--- config.mk ---
export PLATFORM = sky130hd
export DESIGN_NAME = cache_store
export DESIGN_NICKNAME = d
export VERILOG_FILES = /design/src/design/cache_pkg.sv /design/src/design/cache_store.sv
export SDC_FILE = /design/constraint.sdc
export NUM_CORES = 1
export LEC_CHECK = 0
export BUFFER_PORTS_ARGS = -buffer_cell sky130_fd_sc_hd__buf_2
export CORE_ASPECT_RATIO = 1.2
export CORE_MARGIN = 2
export CORE_UTILIZATION = 50
export DETAILED_ROUTE_END_ITERATION = 7
export GPL_ROUTABILITY_DRIVEN = 0
export GPL_TIMING_DRIVEN = 1
export HOLD_SLACK_MARGIN = 0.12
export PLACE_DENSITY = 0.67
export SLEW_MARGIN = 20
export SYNTH_ARGS = -nofsm -noshare
export SYNTH_HDL_FRONTEND = slang
export SYNTH_SLANG_ARGS = --single-unit
--- constraint.sdc ---
create_clock -name CLK -period 4.5 [get_ports CLK]
set_clock_uncertainty 0.2 [all_clocks]
set_input_delay 0.9 -clock CLK [delete_from_list [all_inputs] [get_ports CLK]]
set_output_delay 0.9 -clock CLK [all_outputs]
set_load 0.1 [all_outputs]
--- src/design/cache_pkg.sv ---
package cache_pkg;

	// request address and data word
	localparam int ADDR_W = 12;
	localparam int DATA_W = 32;

	// address fields, most significant first
	localparam int TAG_W   = 5;
	localparam int INDEX_W = 3;
	localparam int WORD_W  = 2;
	localparam int BYTE_W  = 2;

	// cache geometry
	localparam int LINES      = 1 << INDEX_W;
	localparam int LINE_WORDS = 1 << WORD_W;

	// word address into backing memory, byte offset dropped
	localparam int MEM_ADDR_W = TAG_W + INDEX_W + WORD_W;

	// hit and miss counters
	localparam int CNT_W = 32;

	// field view of a request address
	typedef struct packed {
		logic [TAG_W-1:0]   tag;
		logic [INDEX_W-1:0] index;
		logic [WORD_W-1:0]  word;
		// byte lanes are not supported, decoded only
		logic [BYTE_W-1:0]  byte_off;
	} cache_addr_s;

	// same bits, flat or split
	typedef union packed {
		logic [ADDR_W-1:0] flat;
		cache_addr_s       f;
	} cache_addr_u;

endpackage

--- src/design/cache_store.sv ---
`timescale 1ns/1ps

module cache_store (
	input  logic                          CLK,
	input  logic                          reset,
	input  logic [cache_pkg::INDEX_W-1:0] index,
	input  logic [cache_pkg::TAG_W-1:0]   tag,
	input  logic [cache_pkg::WORD_W-1:0]  word,
	input  logic                          fill_en,
	input  logic [cache_pkg::WORD_W-1:0]  fill_word,
	input  logic [cache_pkg::DATA_W-1:0]  fill_data,
	input  logic                          alloc_en,
	input  logic                          validate_en,
	input  logic                          word_we,
	input  logic [cache_pkg::DATA_W-1:0]  word_data,
	output logic                          hit,
	output logic [cache_pkg::DATA_W-1:0]  line_word
);
	import cache_pkg::*;

	logic [LINES-1:0]  valid_q;
	logic [TAG_W-1:0]  tag_q  [LINES];
	logic [DATA_W-1:0] data_q [LINES][LINE_WORDS];

	// lookup at the presented index
	assign hit       = valid_q[index] && (tag_q[index] == tag);
	assign line_word = data_q[index][word];

	// alloc clears valid so a partly filled line never hits
	always_ff @(posedge CLK) begin
		if (reset) begin
			valid_q <= '0;
		end else begin
			if (alloc_en) begin
				valid_q[index] <= 1'b0;
			end else if (validate_en) begin
				valid_q[index] <= 1'b1;
			end
		end
	end

	always_ff @(posedge CLK) begin
		if (alloc_en) begin
			tag_q[index] <= tag;
		end
	end

	// refill beats and word writes never land in the same cycle
	always_ff @(posedge CLK) begin
		if (fill_en) begin
			data_q[index][fill_word] <= fill_data;
		end
		if (word_we) begin
			data_q[index][word] <= word_data;
		end
	end

endmodule

## After elaboration in Yosys (flattened, before gate mapping)

Memories as Yosys holds them, arrays and structs flattened.
Cells that the tools add are included.

- Word-level logic and storage cells: 295
- Memories: 2
- Flip-flop bits (word level): 8
- RAM bits: 1064

- Reduce and logical (&&, ||, !) cells: 5
- Multiplexer cells: 147
- $lt $le $gt $ge: 6
- Eq/ne operators: 1
- Bitwise logic cells: 133

Memory list:

| memory | depth | width | rd ports | clocked after Yosys merged registers in | write ports | line | source |
|---|---|---|---|---|---|---|---|
| data_q | 8 | 128 | 1 | 0 | 1 | cache_store.sv:23 | `logic [DATA_W-1:0] data_q [LINES][LINE_WORDS];` |
| tag_q | 8 | 5 | 1 | 0 | 1 | cache_store.sv:22 | `logic [TAG_W-1:0] tag_q [LINES];` |

Operators with widths:

| operator | count |
|---|---|
| $mux 128 | 2 |
| $mux 1 | 134 |
| $demux 32 s2 | 2 |
| $mux 32 | 4 |
| $or 1x1->1 | 128 |
| $bmux 32 s2 | 1 |
| $mux 8 | 2 |
| $and 8x8->8 | 1 |
| $not 8->8 | 1 |
| $or 8x8->8 | 1 |
| $ge 3x3->1 const B | 2 |
| $lt 3x1->1 const B | 2 |
| $not 2->3 | 2 |
| $eq 5x5->1 | 1 |
| $logic_and 1x1->1 | 4 |
| $lt 3x4->1 const B | 1 |
| $bmux 1 s3 | 1 |
| $demux 1 s3 | 1 |
| $ge 3x1->1 const B | 1 |
| $reduce_bool 2->1 | 1 |

## Longest topological paths before layout

- Depth after elaboration: 7
- Depth in mapped cells: 10
- Gate-level depth less buffers: 5

## Worst setup path after synthesis

No wires, ideal clock.

- Path kind: input-to-output
- Start point: input port index[0] (netlist name)
- End point: output port line_word[10] (netlist name)
- Stages on the path: 7
- Data required time: 3400 ps
- Path buffers: 2
- Arrival: 5220 ps
- Setup slack: -1820 ps
- Path through: buf_6 buf_6 or3b_1 a21oi_1 a211oi_1 a2bb2oi_1 a2111oi_1

- Word-level cells in the longest chain between the ends: 4

RTL lines:

| what | line | source |
|---|---|---|
| start, declared | cache_store.sv:6 | `input logic [cache_pkg::INDEX_W-1:0] index,` |
| $mem_v2 8x128 | n/a |  |
| $bmux 32 s2 | cache_store.sv:27 | `assign line_word = data_q[index][word];` |
| $mux 32 (implied by the code) (2 in series) | cache_store.sv:27 |  |
| end, declared | cache_store.sv:17 | `output logic [cache_pkg::DATA_W-1:0] line_word` |

Every way passes these cells. The select of a mux whose other input is x is not followed.

## Worst setup path after layout

- Start point: input port index[2] (netlist name)
- End point: output port line_word[20] (netlist name)

The elaborated chain is that of the path after synthesis.

==> run summary <==
The worst setup path is captured at an output pin. The number of cells on the worst hold path came out at 2. The number of max-cap violations is 0.

Summed over all nets, the half-perimeter wirelength after detailed placement is 83,000 um. The core area was 85,100 sq um; the multi-input gate area in the final layout was 10,400 sq um. For this block, the routed nets add up to 136,000 um of wire. Once detail routing completed, the nets flagged for antenna violations numbered 0. Summing all non-filler instances in the final layout gives an area of 50,400 sq um.

The internal portion of the total power is 0.0169 W. The first global-routing pass estimated 192,000 um of wire. The first TritonRoute pass finished after 5 iterations. The number of flip-flops and latches in the synthesized netlist was 1,072. The tools report the maximum ir drop on the vdd rail as 0.359 mV. The critical path in this run is classified as in2out. The period utilization was 98.9%. Compared with the post-synthesis result, the final layout area differs by 16.9%. The tree built by TritonCTS fans out to 1,072 sinks.

The clock passes through at most 3 buffers. The final count of negative-setup-slack endpoints is 0, and the DRC violations left is 0. The run gives 117 as the total number of placement rows.

The switching power as a share of total power is 23.4%. By count the netlist is led by 1,064 x edfxtp_1, 204 x mux2_2, 112 x nor2_1. In the global route stage, overall resource usage came out at 30.6%. The type of the most critical hold path is reg2reg. For this block, the via count after detailed routing is 26.3k.

Setup repair after global routing left no endpoint under its margin. The depth of the most critical reg-to-reg path works out to 2. TritonCTS built the clock tree. Number of enable flip-flop cells after synthesis: 1,064. The share of total power dissipated in combinational logic is 9.5%. The total negative slack for setup checks came out at 0 ps. 115 I/O pins were placed. The filler cells instantiated in the layout total 6,086. The number of antenna violations at the first check in global routing was 2; the post-synth design cell area was 43,100 sq um. After synthesis, the largest area contributor takes up 74.2% of total cell area.

The number of hold violations in the final report was 0; the via count of the first global-routing pass was 26.1k. The portion of total power attributed to sequential cells is 51.4%, and the share of total power in the clock network is 39.1%. For the slack of the critical path, the log shows 47.9 ps. Summed over all nets, the switching power comes to 0.00514 W. Data arrives at the worst endpoint at 3350 ps. The transition time of the tightest slew-check pin works out to 1050 ps.

For the depth of the CTS H-tree, the log shows 3. For the initial core utilization, the log shows 50.6%. For this design the static power due to leakage is 16.5 nW.

The final number of max-transition violations is 0, and the CTS clock-pin slew for the worst setup and hold paths is 60 ps. The detail-routed net length per standard cell was 35.1 um; the maximum number of pins on one net before global-route repair was 41. The post-synthesis instance total is 2,408, and the number of distinct library cell variants in the gate-level netlist after synthesis is 68. The tools report the post-place setup slack as -103 ps.

The routed via count divided by cell count is 6.80. The die footprint was 88,500 sq um. The cell area power density came out at 437 nW/um^2. The number of nets in the synthesized netlist is 2,490. For this run, the post-layout net count is 2,734. Measured along the x axis, the die boundary spans 272 um. The count of buffers inserted at the top-level ports works out to 114. The cell sitting at the root of the clock tree is a clkbuf_16. The logs give 3620 ps for the slack of the worst reg-to-reg path and 3,635 for the number of violations reported at the end of detailed-routing iteration 0. In the final layout, the share of cells above drive strength 1 is 30.4%.

Required time at the endpoint of the critical path: 3400 ps. The latest clock arrival within the worst-skew pair was 660 ps; the synthesized area divided by synthesized cell count was 17.9 sq um. In the synthesized netlist the async set-or-reset flop fraction comes to 0%.

The total overflow left after global routing is 0. The hold buffer count at CTS is 0, and the worst-path maximum fanout is 40. Timing would allow up to 0.225 GHz. The sequential cells in the finished layout cover a total of 32,100 sq um. The final critical path time including I/O delays and setup was 4450 ps. The largest total area in the synthesized netlist belongs to edfxtp_1. The share of the Yosys chip area taken by registers is 74.5%. In the post-synthesis netlist, the biggest area contributors are edfxtp_1 74%, mux2_2 5.3%, mux4_2 4.0%, a221oi_1 2.3%, mux2i_1 2.1%.

For the number of warnings reported in the yosys synthesis log, the log shows 0. The most frequently used cell type in the post-synthesis netlist is edfxtp_1. The run finished with clean final reports. The sort of element at the start of the critical path is a primary input. The placed cell area is 47,100 sq um. The number of buffers created by CTS was 99; the max-slew headroom at the worst pin was 29.7%. Most used flip-flop cell after synthesis: edfxtp_1. From bottom edge to top edge, the die measures 326 um. Measured on the finished design, the core utilization comes to 59.2%.
[routing by layer]
layer,vias up,GRT usage (%),part of all wire [%]
li1,10400,-,-
met3,452,6.01,12
met1,13500,40.5,36
met5,-,0,0.0059
met4,2,16.2,5.9
met2,1965,48.4,47
[critical path, cell delays in order]
cell	delay (ps)
buf_8	180
buf_12	290
inv_1	140
nand2_1	260
o22ai_1	110
a2111oi_0	830
buf_4	240
nor3_2	70
buf_2	310
[sequential cells by signal (all words and copies together) (netlist names), named ones only]
name,flops
tag_q,40
data_q,1024
[area by class of cell]
type	instances	share of cell area (%)
antenna	4	0.0199
clock buffer	115	5.12
clock inverter	69	1.43
inverter	5	0.0422
multi-input combinational	1161	20.7
sequential	1072	63.7
tap	1130	2.81
timing repair buffer	313	6.12
[worst max path at each step]
stage / end / start / depth (start not counted)
after floorplan: line_word[10] / index[0] / 7
after global placement: line_word[28] / index[0] / 9
after detailed placement: line_word[28] / index[0] / 9
after CTS: line_word[20] / index[2] / 9
after global routing: line_word[9] / index[2] / 9
final: line_word[20] / index[2] / 9
[power groups by stage]
stage	logic (W)	registers, W	clock network (W)
after floorplan	0.00119	0.0115	0
after global placement	0.00203	0.0115	0
after detailed placement	0.00207	0.0115	0
after CTS	0.00207	0.0113	0.00865
after global routing	0.00217	0.0113	0.00902
final	0.00210	0.0113	0.00861
[logic make-up (layout without fill, tap and decap cells)]
group / Yosys count / count (layout) / synth area share (%)
flip-flops: 1072 / 1072 / 74.5
AO/OA/AOI/OAI: 496 / 496 / 8.51
multiplexers: 370 / 370 / 11.4
AND/OR/NAND/NOR: 289 / 289 / 3.09
buffers and inverters: 175 / 502 / 2.34
XOR/XNOR: 6 / 6 / 0.122
other: 0 / 4 / 0
[cell usage in the layout (no fill, tap or decap), types with 5 or more instances in the layout]
master,instances
nor3_1,13
o21ai_0,48
clkinvlp_4,6
nand2_1,86
a221oi_1,109
clkbuf_16,101
o31ai_2,8
nor2_4,34
buf_12,73
nand3_1,11
and3_1,11
mux4_2,76
o21ai_1,9
o22ai_1,31
bufinv_16,14
edfxtp_1,1064
nand2b_1,7
buf_2,80
mux2_2,204
clkbuf_1,14
o221ai_1,26
a21oi_1,75
a221o_1,23
mux2i_1,90
and2_1,9
buf_4,157
clkinv_1,17
a22oi_1,85
o2bb2ai_1,9
o211ai_1,13
dfxtp_1,8
a2111oi_0,8
clkinv_2,29
a22o_1,5
nor2_1,79
[per-stage QoR]
| stage | hold WS [ps] | cells | total power (W) |
|---|---|---|---|
| 6_report | 317 | 3869 | 0.0220 |
| 5_1_grt | 325 | 3865 | 0.0225 |
| 4_1_cts | 306 | 3865 | 0.0220 |
| 3_5_place_dp | 301 | 3681 | 0.0136 |
| 3_3_place_gp | 293 | 3681 | 0.0136 |
| 2_1_floorplan | 281 | 2408 | 0.0127 |
[repair_timing]
action,CTS,global route
buffers inserted,0,0
resized for setup,1,0
hold endpoints to repair,0,0
endpoints found under the setup margin,1,0
Note: power is estimated with default switching activity, not from simulation.
