### src/design/cache_pkg.sv
package cache_pkg;

	// request address and data word
	localparam int ADDR_W = 12;
	localparam int DATA_W = 32;

	// address fields, most significant first
	localparam int TAG_W   = 5;
	localparam int INDEX_W = 3;
	localparam int WORD_W  = 2;
	localparam int BYTE_W  = 2;

	// cache geometry
	localparam int LINES      = 1 << INDEX_W;
	localparam int LINE_WORDS = 1 << WORD_W;

	// word address into backing memory, byte offset dropped
	localparam int MEM_ADDR_W = TAG_W + INDEX_W + WORD_W;

	// hit and miss counters
	localparam int CNT_W = 32;

	// field view of a request address
	typedef struct packed {
		logic [TAG_W-1:0]   tag;
		logic [INDEX_W-1:0] index;
		logic [WORD_W-1:0]  word;
		// byte lanes are not supported, decoded only
		logic [BYTE_W-1:0]  byte_off;
	} cache_addr_s;

	// same bits, flat or split
	typedef union packed {
		logic [ADDR_W-1:0] flat;
		cache_addr_s       f;
	} cache_addr_u;

endpackage

### src/design/cache_controller.sv
`timescale 1ns/1ps

module cache_controller (
	input  logic                             CLK,
	input  logic                             reset,
	input  logic                             csn,
	input  logic                             wen,
	input  cache_pkg::cache_addr_u           addr,
	input  logic [cache_pkg::DATA_W-1:0]     wdata,
	output logic [cache_pkg::DATA_W-1:0]     rdata,
	output logic                             stall,
	input  logic                             hit,
	input  logic [cache_pkg::DATA_W-1:0]     line_word,
	output logic [cache_pkg::INDEX_W-1:0]    index,
	output logic [cache_pkg::TAG_W-1:0]      tag,
	output logic [cache_pkg::WORD_W-1:0]     word,
	output logic                             fill_en,
	output logic [cache_pkg::WORD_W-1:0]     fill_word,
	output logic [cache_pkg::DATA_W-1:0]     fill_data,
	output logic                             alloc_en,
	output logic                             validate_en,
	output logic                             word_we,
	output logic [cache_pkg::DATA_W-1:0]     word_data,
	input  logic [cache_pkg::DATA_W-1:0]     mem_rdata,
	input  logic                             mem_ack,
	output logic                             mem_req,
	output logic                             mem_we,
	output logic [cache_pkg::MEM_ADDR_W-1:0] mem_addr,
	output logic [cache_pkg::DATA_W-1:0]     mem_wdata,
	output logic [cache_pkg::CNT_W-1:0]      read_hits,
	output logic [cache_pkg::CNT_W-1:0]      read_misses,
	output logic [cache_pkg::CNT_W-1:0]      write_hits,
	output logic [cache_pkg::CNT_W-1:0]      write_misses
);
	import cache_pkg::*;

	localparam logic [2:0] S_IDLE   = 3'd0;
	localparam logic [2:0] S_REFILL = 3'd1;
	localparam logic [2:0] S_FINISH = 3'd2;
	localparam logic [2:0] S_WRITE  = 3'd3;
	localparam logic [2:0] S_WAIT   = 3'd4;

	logic [2:0]        state;
	logic [WORD_W-1:0] beat;
	logic              accept;
	logic              idle;

	// accepted request, stable while stalled
	cache_addr_u       req_addr;
	logic [DATA_W-1:0] req_wdata;
	logic              req_read;

	assign idle   = (state == S_IDLE);
	assign accept = idle && !csn && !stall;

	// lookup on the live request only while idle
	assign index = idle ? addr.f.index : req_addr.f.index;
	assign tag   = idle ? addr.f.tag   : req_addr.f.tag;
	assign word  = idle ? addr.f.word  : req_addr.f.word;

	assign alloc_en    = accept && !hit;
	assign fill_en     = (state == S_REFILL) && mem_req && mem_ack;
	assign fill_word   = beat;
	assign fill_data   = mem_rdata;
	assign validate_en = (state == S_FINISH);

	// write hit goes in at acceptance, write miss once the line is refilled
	assign word_we   = (accept && !wen && hit) || ((state == S_FINISH) && !req_read);
	assign word_data = idle ? wdata : req_wdata;

	always_ff @(posedge CLK) begin
		if (reset) begin
			state   <= S_IDLE;
			stall   <= 1'b0;
			mem_req <= 1'b0;
			mem_we  <= 1'b0;
			rdata   <= '0;
			beat    <= '0;
		end else begin
			case (state)
				S_IDLE: begin
					if (accept) begin
						if (!hit) begin
							stall <= 1'b1;
							beat  <= '0;
							state <= S_REFILL;
						end else if (wen) begin
							rdata <= line_word;
						end else begin
							stall <= 1'b1;
							state <= S_WRITE;
						end
					end
				end
				S_REFILL: begin
					// one beat per request, req low for a cycle in between
					if (mem_req && mem_ack) begin
						mem_req <= 1'b0;
						beat    <= beat + 1'b1;
						if (beat == WORD_W'(LINE_WORDS - 1)) begin
							state <= S_FINISH;
						end
					end else if (!mem_req) begin
						mem_req <= 1'b1;
					end
				end
				S_FINISH: begin
					if (req_read) begin
						rdata <= line_word;
						stall <= 1'b0;
						state <= S_IDLE;
					end else begin
						state <= S_WRITE;
					end
				end
				S_WRITE: begin
					mem_req <= 1'b1;
					mem_we  <= 1'b1;
					state   <= S_WAIT;
				end
				S_WAIT: begin
					if (mem_ack) begin
						mem_req <= 1'b0;
						mem_we  <= 1'b0;
						stall   <= 1'b0;
						state   <= S_IDLE;
					end
				end
				default: begin
					state <= S_IDLE;
				end
			endcase
		end
	end

	// memory address and data only change while mem_req is low
	always_ff @(posedge CLK) begin
		if (accept) begin
			req_addr  <= addr;
			req_wdata <= wdata;
			req_read  <= wen;
		end
		if ((state == S_REFILL) && !mem_req) begin
			mem_addr <= {req_addr.f.tag, req_addr.f.index, beat};
		end
		if (state == S_WRITE) begin
			mem_addr  <= req_addr.flat[ADDR_W-1:BYTE_W];
			mem_wdata <= req_wdata;
		end
	end

	// counted once, at the acceptance edge
	always_ff @(posedge CLK) begin
		if (reset) begin
			read_hits    <= '0;
			read_misses  <= '0;
			write_hits   <= '0;
			write_misses <= '0;
		end else if (accept) begin
			case ({wen, hit})
				2'b11:   read_hits    <= read_hits + 1'b1;
				2'b10:   read_misses  <= read_misses + 1'b1;
				2'b01:   write_hits   <= write_hits + 1'b1;
				default: write_misses <= write_misses + 1'b1;
			endcase
		end
	end

endmodule

### config.mk
export PLATFORM = sky130hd
export DESIGN_NAME = cache_controller
export DESIGN_NICKNAME = d
export VERILOG_FILES = /design/src/design/cache_pkg.sv /design/src/design/cache_controller.sv
export SDC_FILE = /design/constraint.sdc
export NUM_CORES = 1
export LEC_CHECK = 0
export ABC_AREA = 1
export BUFFER_PORTS_ARGS = -buffer_cell sky130_fd_sc_hd__buf_4
export CORE_ASPECT_RATIO = 0.9
export CORE_UTILIZATION = 46
export CTS_CLUSTER_DIAMETER = 200
export CTS_CLUSTER_SIZE = 20
export DETAILED_ROUTE_END_ITERATION = 8
export PLACE_DENSITY = 0.77
export SETUP_SLACK_MARGIN = 0.02
export SLEW_MARGIN = 20
export SYNTH_ARGS = -nofsm -noshare
export SYNTH_HDL_FRONTEND = slang
export SYNTH_SLANG_ARGS = --single-unit
### constraint.sdc
create_clock -name CLK -period 2.5 [get_ports CLK]
set_input_delay 0.5 -clock CLK [delete_from_list [all_inputs] [get_ports CLK]]
set_output_delay 0.5 -clock CLK [all_outputs]
set_load 0.05 [all_outputs]
# == Yosys cells after proc, flatten, opt, wreduce, memory -nomap -nowiden ==
# Cells that the tools add are included.
# word_totals
input_bits,114
regBits,255
wordCells,105
output_inout_bits,285
# classes
n_bitwise,1
n_mux,32
add_sub_neg,5
eq_ne,17
reduce_logical,35
# op_table
operator,count
2-to-1 mux 32 bit,5
adder 32 x 1 -> 32 bit (second input constant),4
case mux 32 bit (2 select lines),1
2-to-1 mux 3 bit,7
2-to-1 mux 10 bit,2
case mux 3 bit (5 select lines),1
AND reduction 5 bit,3
AND reduction 2 bit,6
logical AND 1 bit,10
2-to-1 mux 2 bit,5
inequality test 2 bit (second input constant),5
nonzero test 2 bit,4
equality test 2 bit (second input constant),3
equality test 3 x 2 -> 1 bit (second input constant),2
zero test 1 bit,6
2-to-1 mux 1 bit,6
inequality test 2 x 1 -> 1 bit (second input constant),3
case mux 1 bit (3 select lines),2
nonzero test 3 bit,2
2-to-1 mux 5 bit,1
case mux 2 bit (2 select lines),1
AND reduction 4 bit,1
equality test 3 x 1 -> 1 bit (second input constant),1
equality test 3 bit (second input constant),1
other kinds (8),8

# == Logic depth before layout (Yosys ltp) ==
# logic_depth
depth_word,6
depth_mapped,11
ltp_nobuf,11

# == Worst setup path after synthesis ==
# No wires, ideal clock.
# synth_path
kind,flip-flop to flip-flop
startpoint,register state[0]
endpoint,register mem_addr[1] in the netlist's numbering (data pin)
period_less_slack_ns,2.744
setup_slack_ns,-0.244
t_required_ns,2.238
path_buffers,0
setup_time_ns,0.262
t_arrival_ns,2.483
path_stages_with_launch,6
path_cell_list,dfxtp_1 -> nand2_1 -> nor2_1 -> inv_1 -> nand2_1 -> o21ai_0
# synth_between
elab_chain_len,2
# synth_lines
element,line,rtl
from (decl),cache_controller.sv:43,logic [2:0] state;
from (signal assigned),cache_controller.sv:73,state <= S_IDLE;
from (signal assigned),cache_controller.sv:86,state <= S_REFILL;
from (signal assigned),cache_controller.sv:91,state <= S_WRITE;
equality test 3 x 2 -> 1 bit,cache_controller.sv:146,if (state == S_WRITE) begin
2-to-1 mux 10 bit,cache_controller.sv:146,
to (signal assigned),cache_controller.sv:144,"mem_addr <= {req_addr.f.tag, req_addr.f.index, beat};"
to (signal assigned),cache_controller.sv:147,mem_addr <= req_addr.flat[ADDR_W-1:BYTE_W];
to (decl),cache_controller.sv:28,"output logic [cache_pkg::MEM_ADDR_W-1:0] mem_addr,"
# No other way between the ends.
# A chain may end at the register's enable or synchronous reset.

# == Final worst setup path ==
# layout_path
startpoint,register state[2]
endpoint,output port word[1] in the netlist's numbering
# layout_between
elab_chain_len,2
# layout_lines
element,line,rtl
zero test 3 bit,cache_controller.sv:53,assign idle = (state == S_IDLE);
2-to-1 mux 2 bit,cache_controller.sv:59,assign word = idle ? addr.f.word : req_addr.f.word;
to (decl),cache_controller.sv:16,"output logic [cache_pkg::WORD_W-1:0] word,"
# No other way between the ends.

==> results by group <==
Timing
  – RSZ-0062 raised after global routing: yes
  – Tcrit/Tclk final: 0.9554
  – Setup WS post-layout: between 0.1 and 0.15 ns
  – Final Critical Period: approximately 2.4 ns
  – Rel. slew slack: 0.5216
  – Setup Skew: 0.02124 ns
  – FMAX: 418.7 MHz
  – Hold Worst Slack: around 0.19 ns
  – Final max-slew violation count: 0
  – Worst-Margin Slew: between 0.7 and 0.8 ns
  – Hold Violations, Final: 0
  – Setup violators final: 0
  – Setup_tns: 0 ns

Final layout
  – Layout cells sized above 1: 0.2110
  – Post-Layout Cell Count: roughly 2300
  – Nets: between 2000 and 2500
  – Final core utilization: 0.5983
  – N_diodes: 0
  – Cell area after layout: ~15000 µm²
  – Area growth, synth to finish: 26.38%

Global route
  – First-pass GRT wire length: approximately 52000 µm
  – Total gr overflow: 0
  – Initial antenna violation count: 0
  – Vias in the first global route: around 10000
  – Largest net degree at the start of global routing: 59
  – All-Layer GR Usage: 0.2393

Drt
  – Routed wire length per instance: approximately 15 µm
  – Final wirelength: about 34000 µm
  – Via Count: around 11000
  – Post-route ant nets: 0
  – DR pass1 iterations: 6
  – Initial drt markers: 724
  – Drt drc: 0
  – Via density: 5.060

Worst setup path
  – FF-to-FF End: read_misses[23]
  – CP Launch Type: flop
  – Reg2Reg Depth: 9
  – Critical path peak fanout: 22
  – Setup Crit Path Kind: reg -> out
  – R2R Setup Slk: about 0.52 ns
  – CP Capture Type: primary output
  – CP required: 2.00 ns
  – RR Startpoint: state[2]
  – Arrival @ worst endpoint: roughly 1.9 ns

Floorplanning
  – Die ar.: about 27000 µm²
  – Initial Util: 0.4734
  – Ports: roughly 400
  – Die Span Y: 155.6 µm
  – Rows: 55
  – Die X: about 170 µm
  – Core area: roughly 25000 µm²

Synth
  – Synth cell types: roughly 40
  – Synthesized flop and latch total: 253
  – Commonest cells in the netlist: nand2_1, nor2_1, dfxtp_1
  – Cell taking the most area after synthesis: dfxtp_1
  – Post-synthesis sequential area ratio: 0.4908
  – Synthesized area: 12050 µm²
  – Number of synthesized flops with an enable pin: 85
  – Area share of the largest cell type after synthesis: 0.2790
  – Post-Syn Nets: around 1700
  – Main synth FF type: dfxtp_1
  – Top-count cell post-synth: nand2_1
  – Yosys warning count: 0
  – Post-Synthesis Cells: ~1600
  – Syn_area_per_cell: roughly 7.4 µm²
  – Synth area leaders: dfxtp_1, edfxtp_1, nand2_1
  – Asr flop ratio synth: 0

CTS
  – Max clock buf depth: 3
  – Hold Buf Count CTS: 0
  – CTS buffer count: 16
  – Clock-pin slew on the worst setup and hold paths: about 0.080 ns
  – Clock Latency Late Sink: roughly 0.5 ns
  – CTS tree: built
  – Clk root buf: clkbuf_16
  – # clock sinks: approximately 250
  – CTS H-tree lvls: 1

Power and ir drop
  – Register share of total power: 0.375
  – Worst-case vdd ir drop: about 0.47 mV
  – Logic pwr share: 0.429
  – Clock Power Share: 0.196
  – P_int: between 7 and 8 mW
  – PwrDens: ~880 nW/µm²
  – Leakage power: around 6.3 nW
  – Power after layout: 13.48 mW
  – Switching fraction of total power: 0.4356
  – Switching power: between 5 and 6 mW

Outcome
  – Status: finished clean

Worst hold path
  – Hold_sp: wdata[10]
  – HP Class: in -> reg
  – WHS Endpoint: req_wdata[10]
  – Hold depth: 1

Placed design
  – Placed cell area: 14710 µm²
  – # placed instances: between 2000 and 2500
  – GP Congestion: ~0.86
  – IO buf count: roughly 330
  – Worst slack at placement: around 0.40 ns
  – Final HPWL DP: 24760 µm

Run
  – Max_cap viols: 0
[area by class of cell]
cell class	count	area [µm²]
clock buffer	23	447.9
clock inverter	1	8.758
fill	2305	10230
inverter	158	595.6
multi-input combinational	1147	5157
sequential	253	5921
tap	342	427.9
timing repair buffer	347	2675
[how the worst max path moves through the flow]
stage                        start         endpoint  slack, ns  cells past startpoint
after floorplan           state[2]          word[1]       0.08                      5
after global placement    state[1]  read_misses[23]       0.47                      8
after detailed placement  state[1]  read_misses[31]       0.40                      9
after CTS                 state[2]          word_we       0.02                      6
after global routing      state[2]          word_we      0.008                      6
final                     state[2]          word[1]       0.11                      7
[kinds of logic (layout without fill, tap and decap cells)]
kind of cell,Yosys count,after routing,share of synthesized area
fa+ha+maj,5,5,0.005190
compound gates,157,157,0.06726
buf+inv,229,529,0.08470
flops,253,253,0.4908
simple gates,961,962,0.3354
xor+xnor,23,23,0.01671
[layer usage]
| layer | up-vias | share of wire | global-route usage |
|---|---|---|---|
| met1 | 5314 | 0.43 | 0.3036 |
| met3 | 52 | 0.074 | 0.05068 |
| met4 | 0 | 0.021 | 0.05782 |
| met2 | 412 | 0.48 | 0.4159 |
| met5 | - | 0 | 0 |
| li1 | 5714 | - | - |
[power groups by stage]
stage | Sequential, mW | Combinational (mW) | Clock [mW]
2_1_floorplan | 5.94 | 3.15 | 0
3_3_place_gp | 5.11 | 5.57 | 0
3_5_place_dp | 5.14 | 5.61 | 0
4_1_cts | 5.04 | 5.77 | 2.70
5_1_grt | 5.10 | 6.10 | 2.84
6_report | 5.05 | 5.78 | 2.65
[sequential cells by signal (all words and copies together) (netlist names)]
| name | flops |
|---|---|
| read_misses | 32 |
| req_wdata | 32 |
| mem_req | 1 |
| fill_word | 2 |
| mem_we | 1 |
| write_misses | 32 |
| mem_addr | 10 |
| stall | 1 |
| req_addr | 10 |
| state | 3 |
| mem_wdata | 32 |
| req_read | 1 |
| rdata | 32 |
| write_hits | 32 |
| read_hits | 32 |
[cell usage in the layout, fill, tap and decap left out, types with 4 or more instances in the layout]
cell type	n
nor2_1	307
nor2_4	8
nor3b_1	4
o21ai_1	4
nor2_2	11
clkbuf_1	6
ha_1	5
nand4_1	24
edfxtp_1	85
nand3_1	73
xor2_1	15
buf_4	342
inv_2	5
a21oi_1	66
nor3_1	22
buf_12	4
nand2_1	490
inv_1	151
clkbuf_16	17
o21ai_0	77
o21bai_1	5
dfxtp_1	166
xnor2_1	8
[what timing repair did]
item,in CTS,in global routing
pin swaps,1,2
endpoints found under the setup margin,43,27
buffers inserted,1,0
cloned,1,1
resized for setup,3,7
[critical path, stage by stage, from the launching register on]
cell,delay [ns]
dfxtp_4,0.38
inv_1,0.07
nand2_1,0.10
nor2_4,0.24
buf_12,0.22
nand2_1,0.06
o21ai_0,0.08
buf_4,0.24
Note: power is estimated with default switching activity, not from simulation.
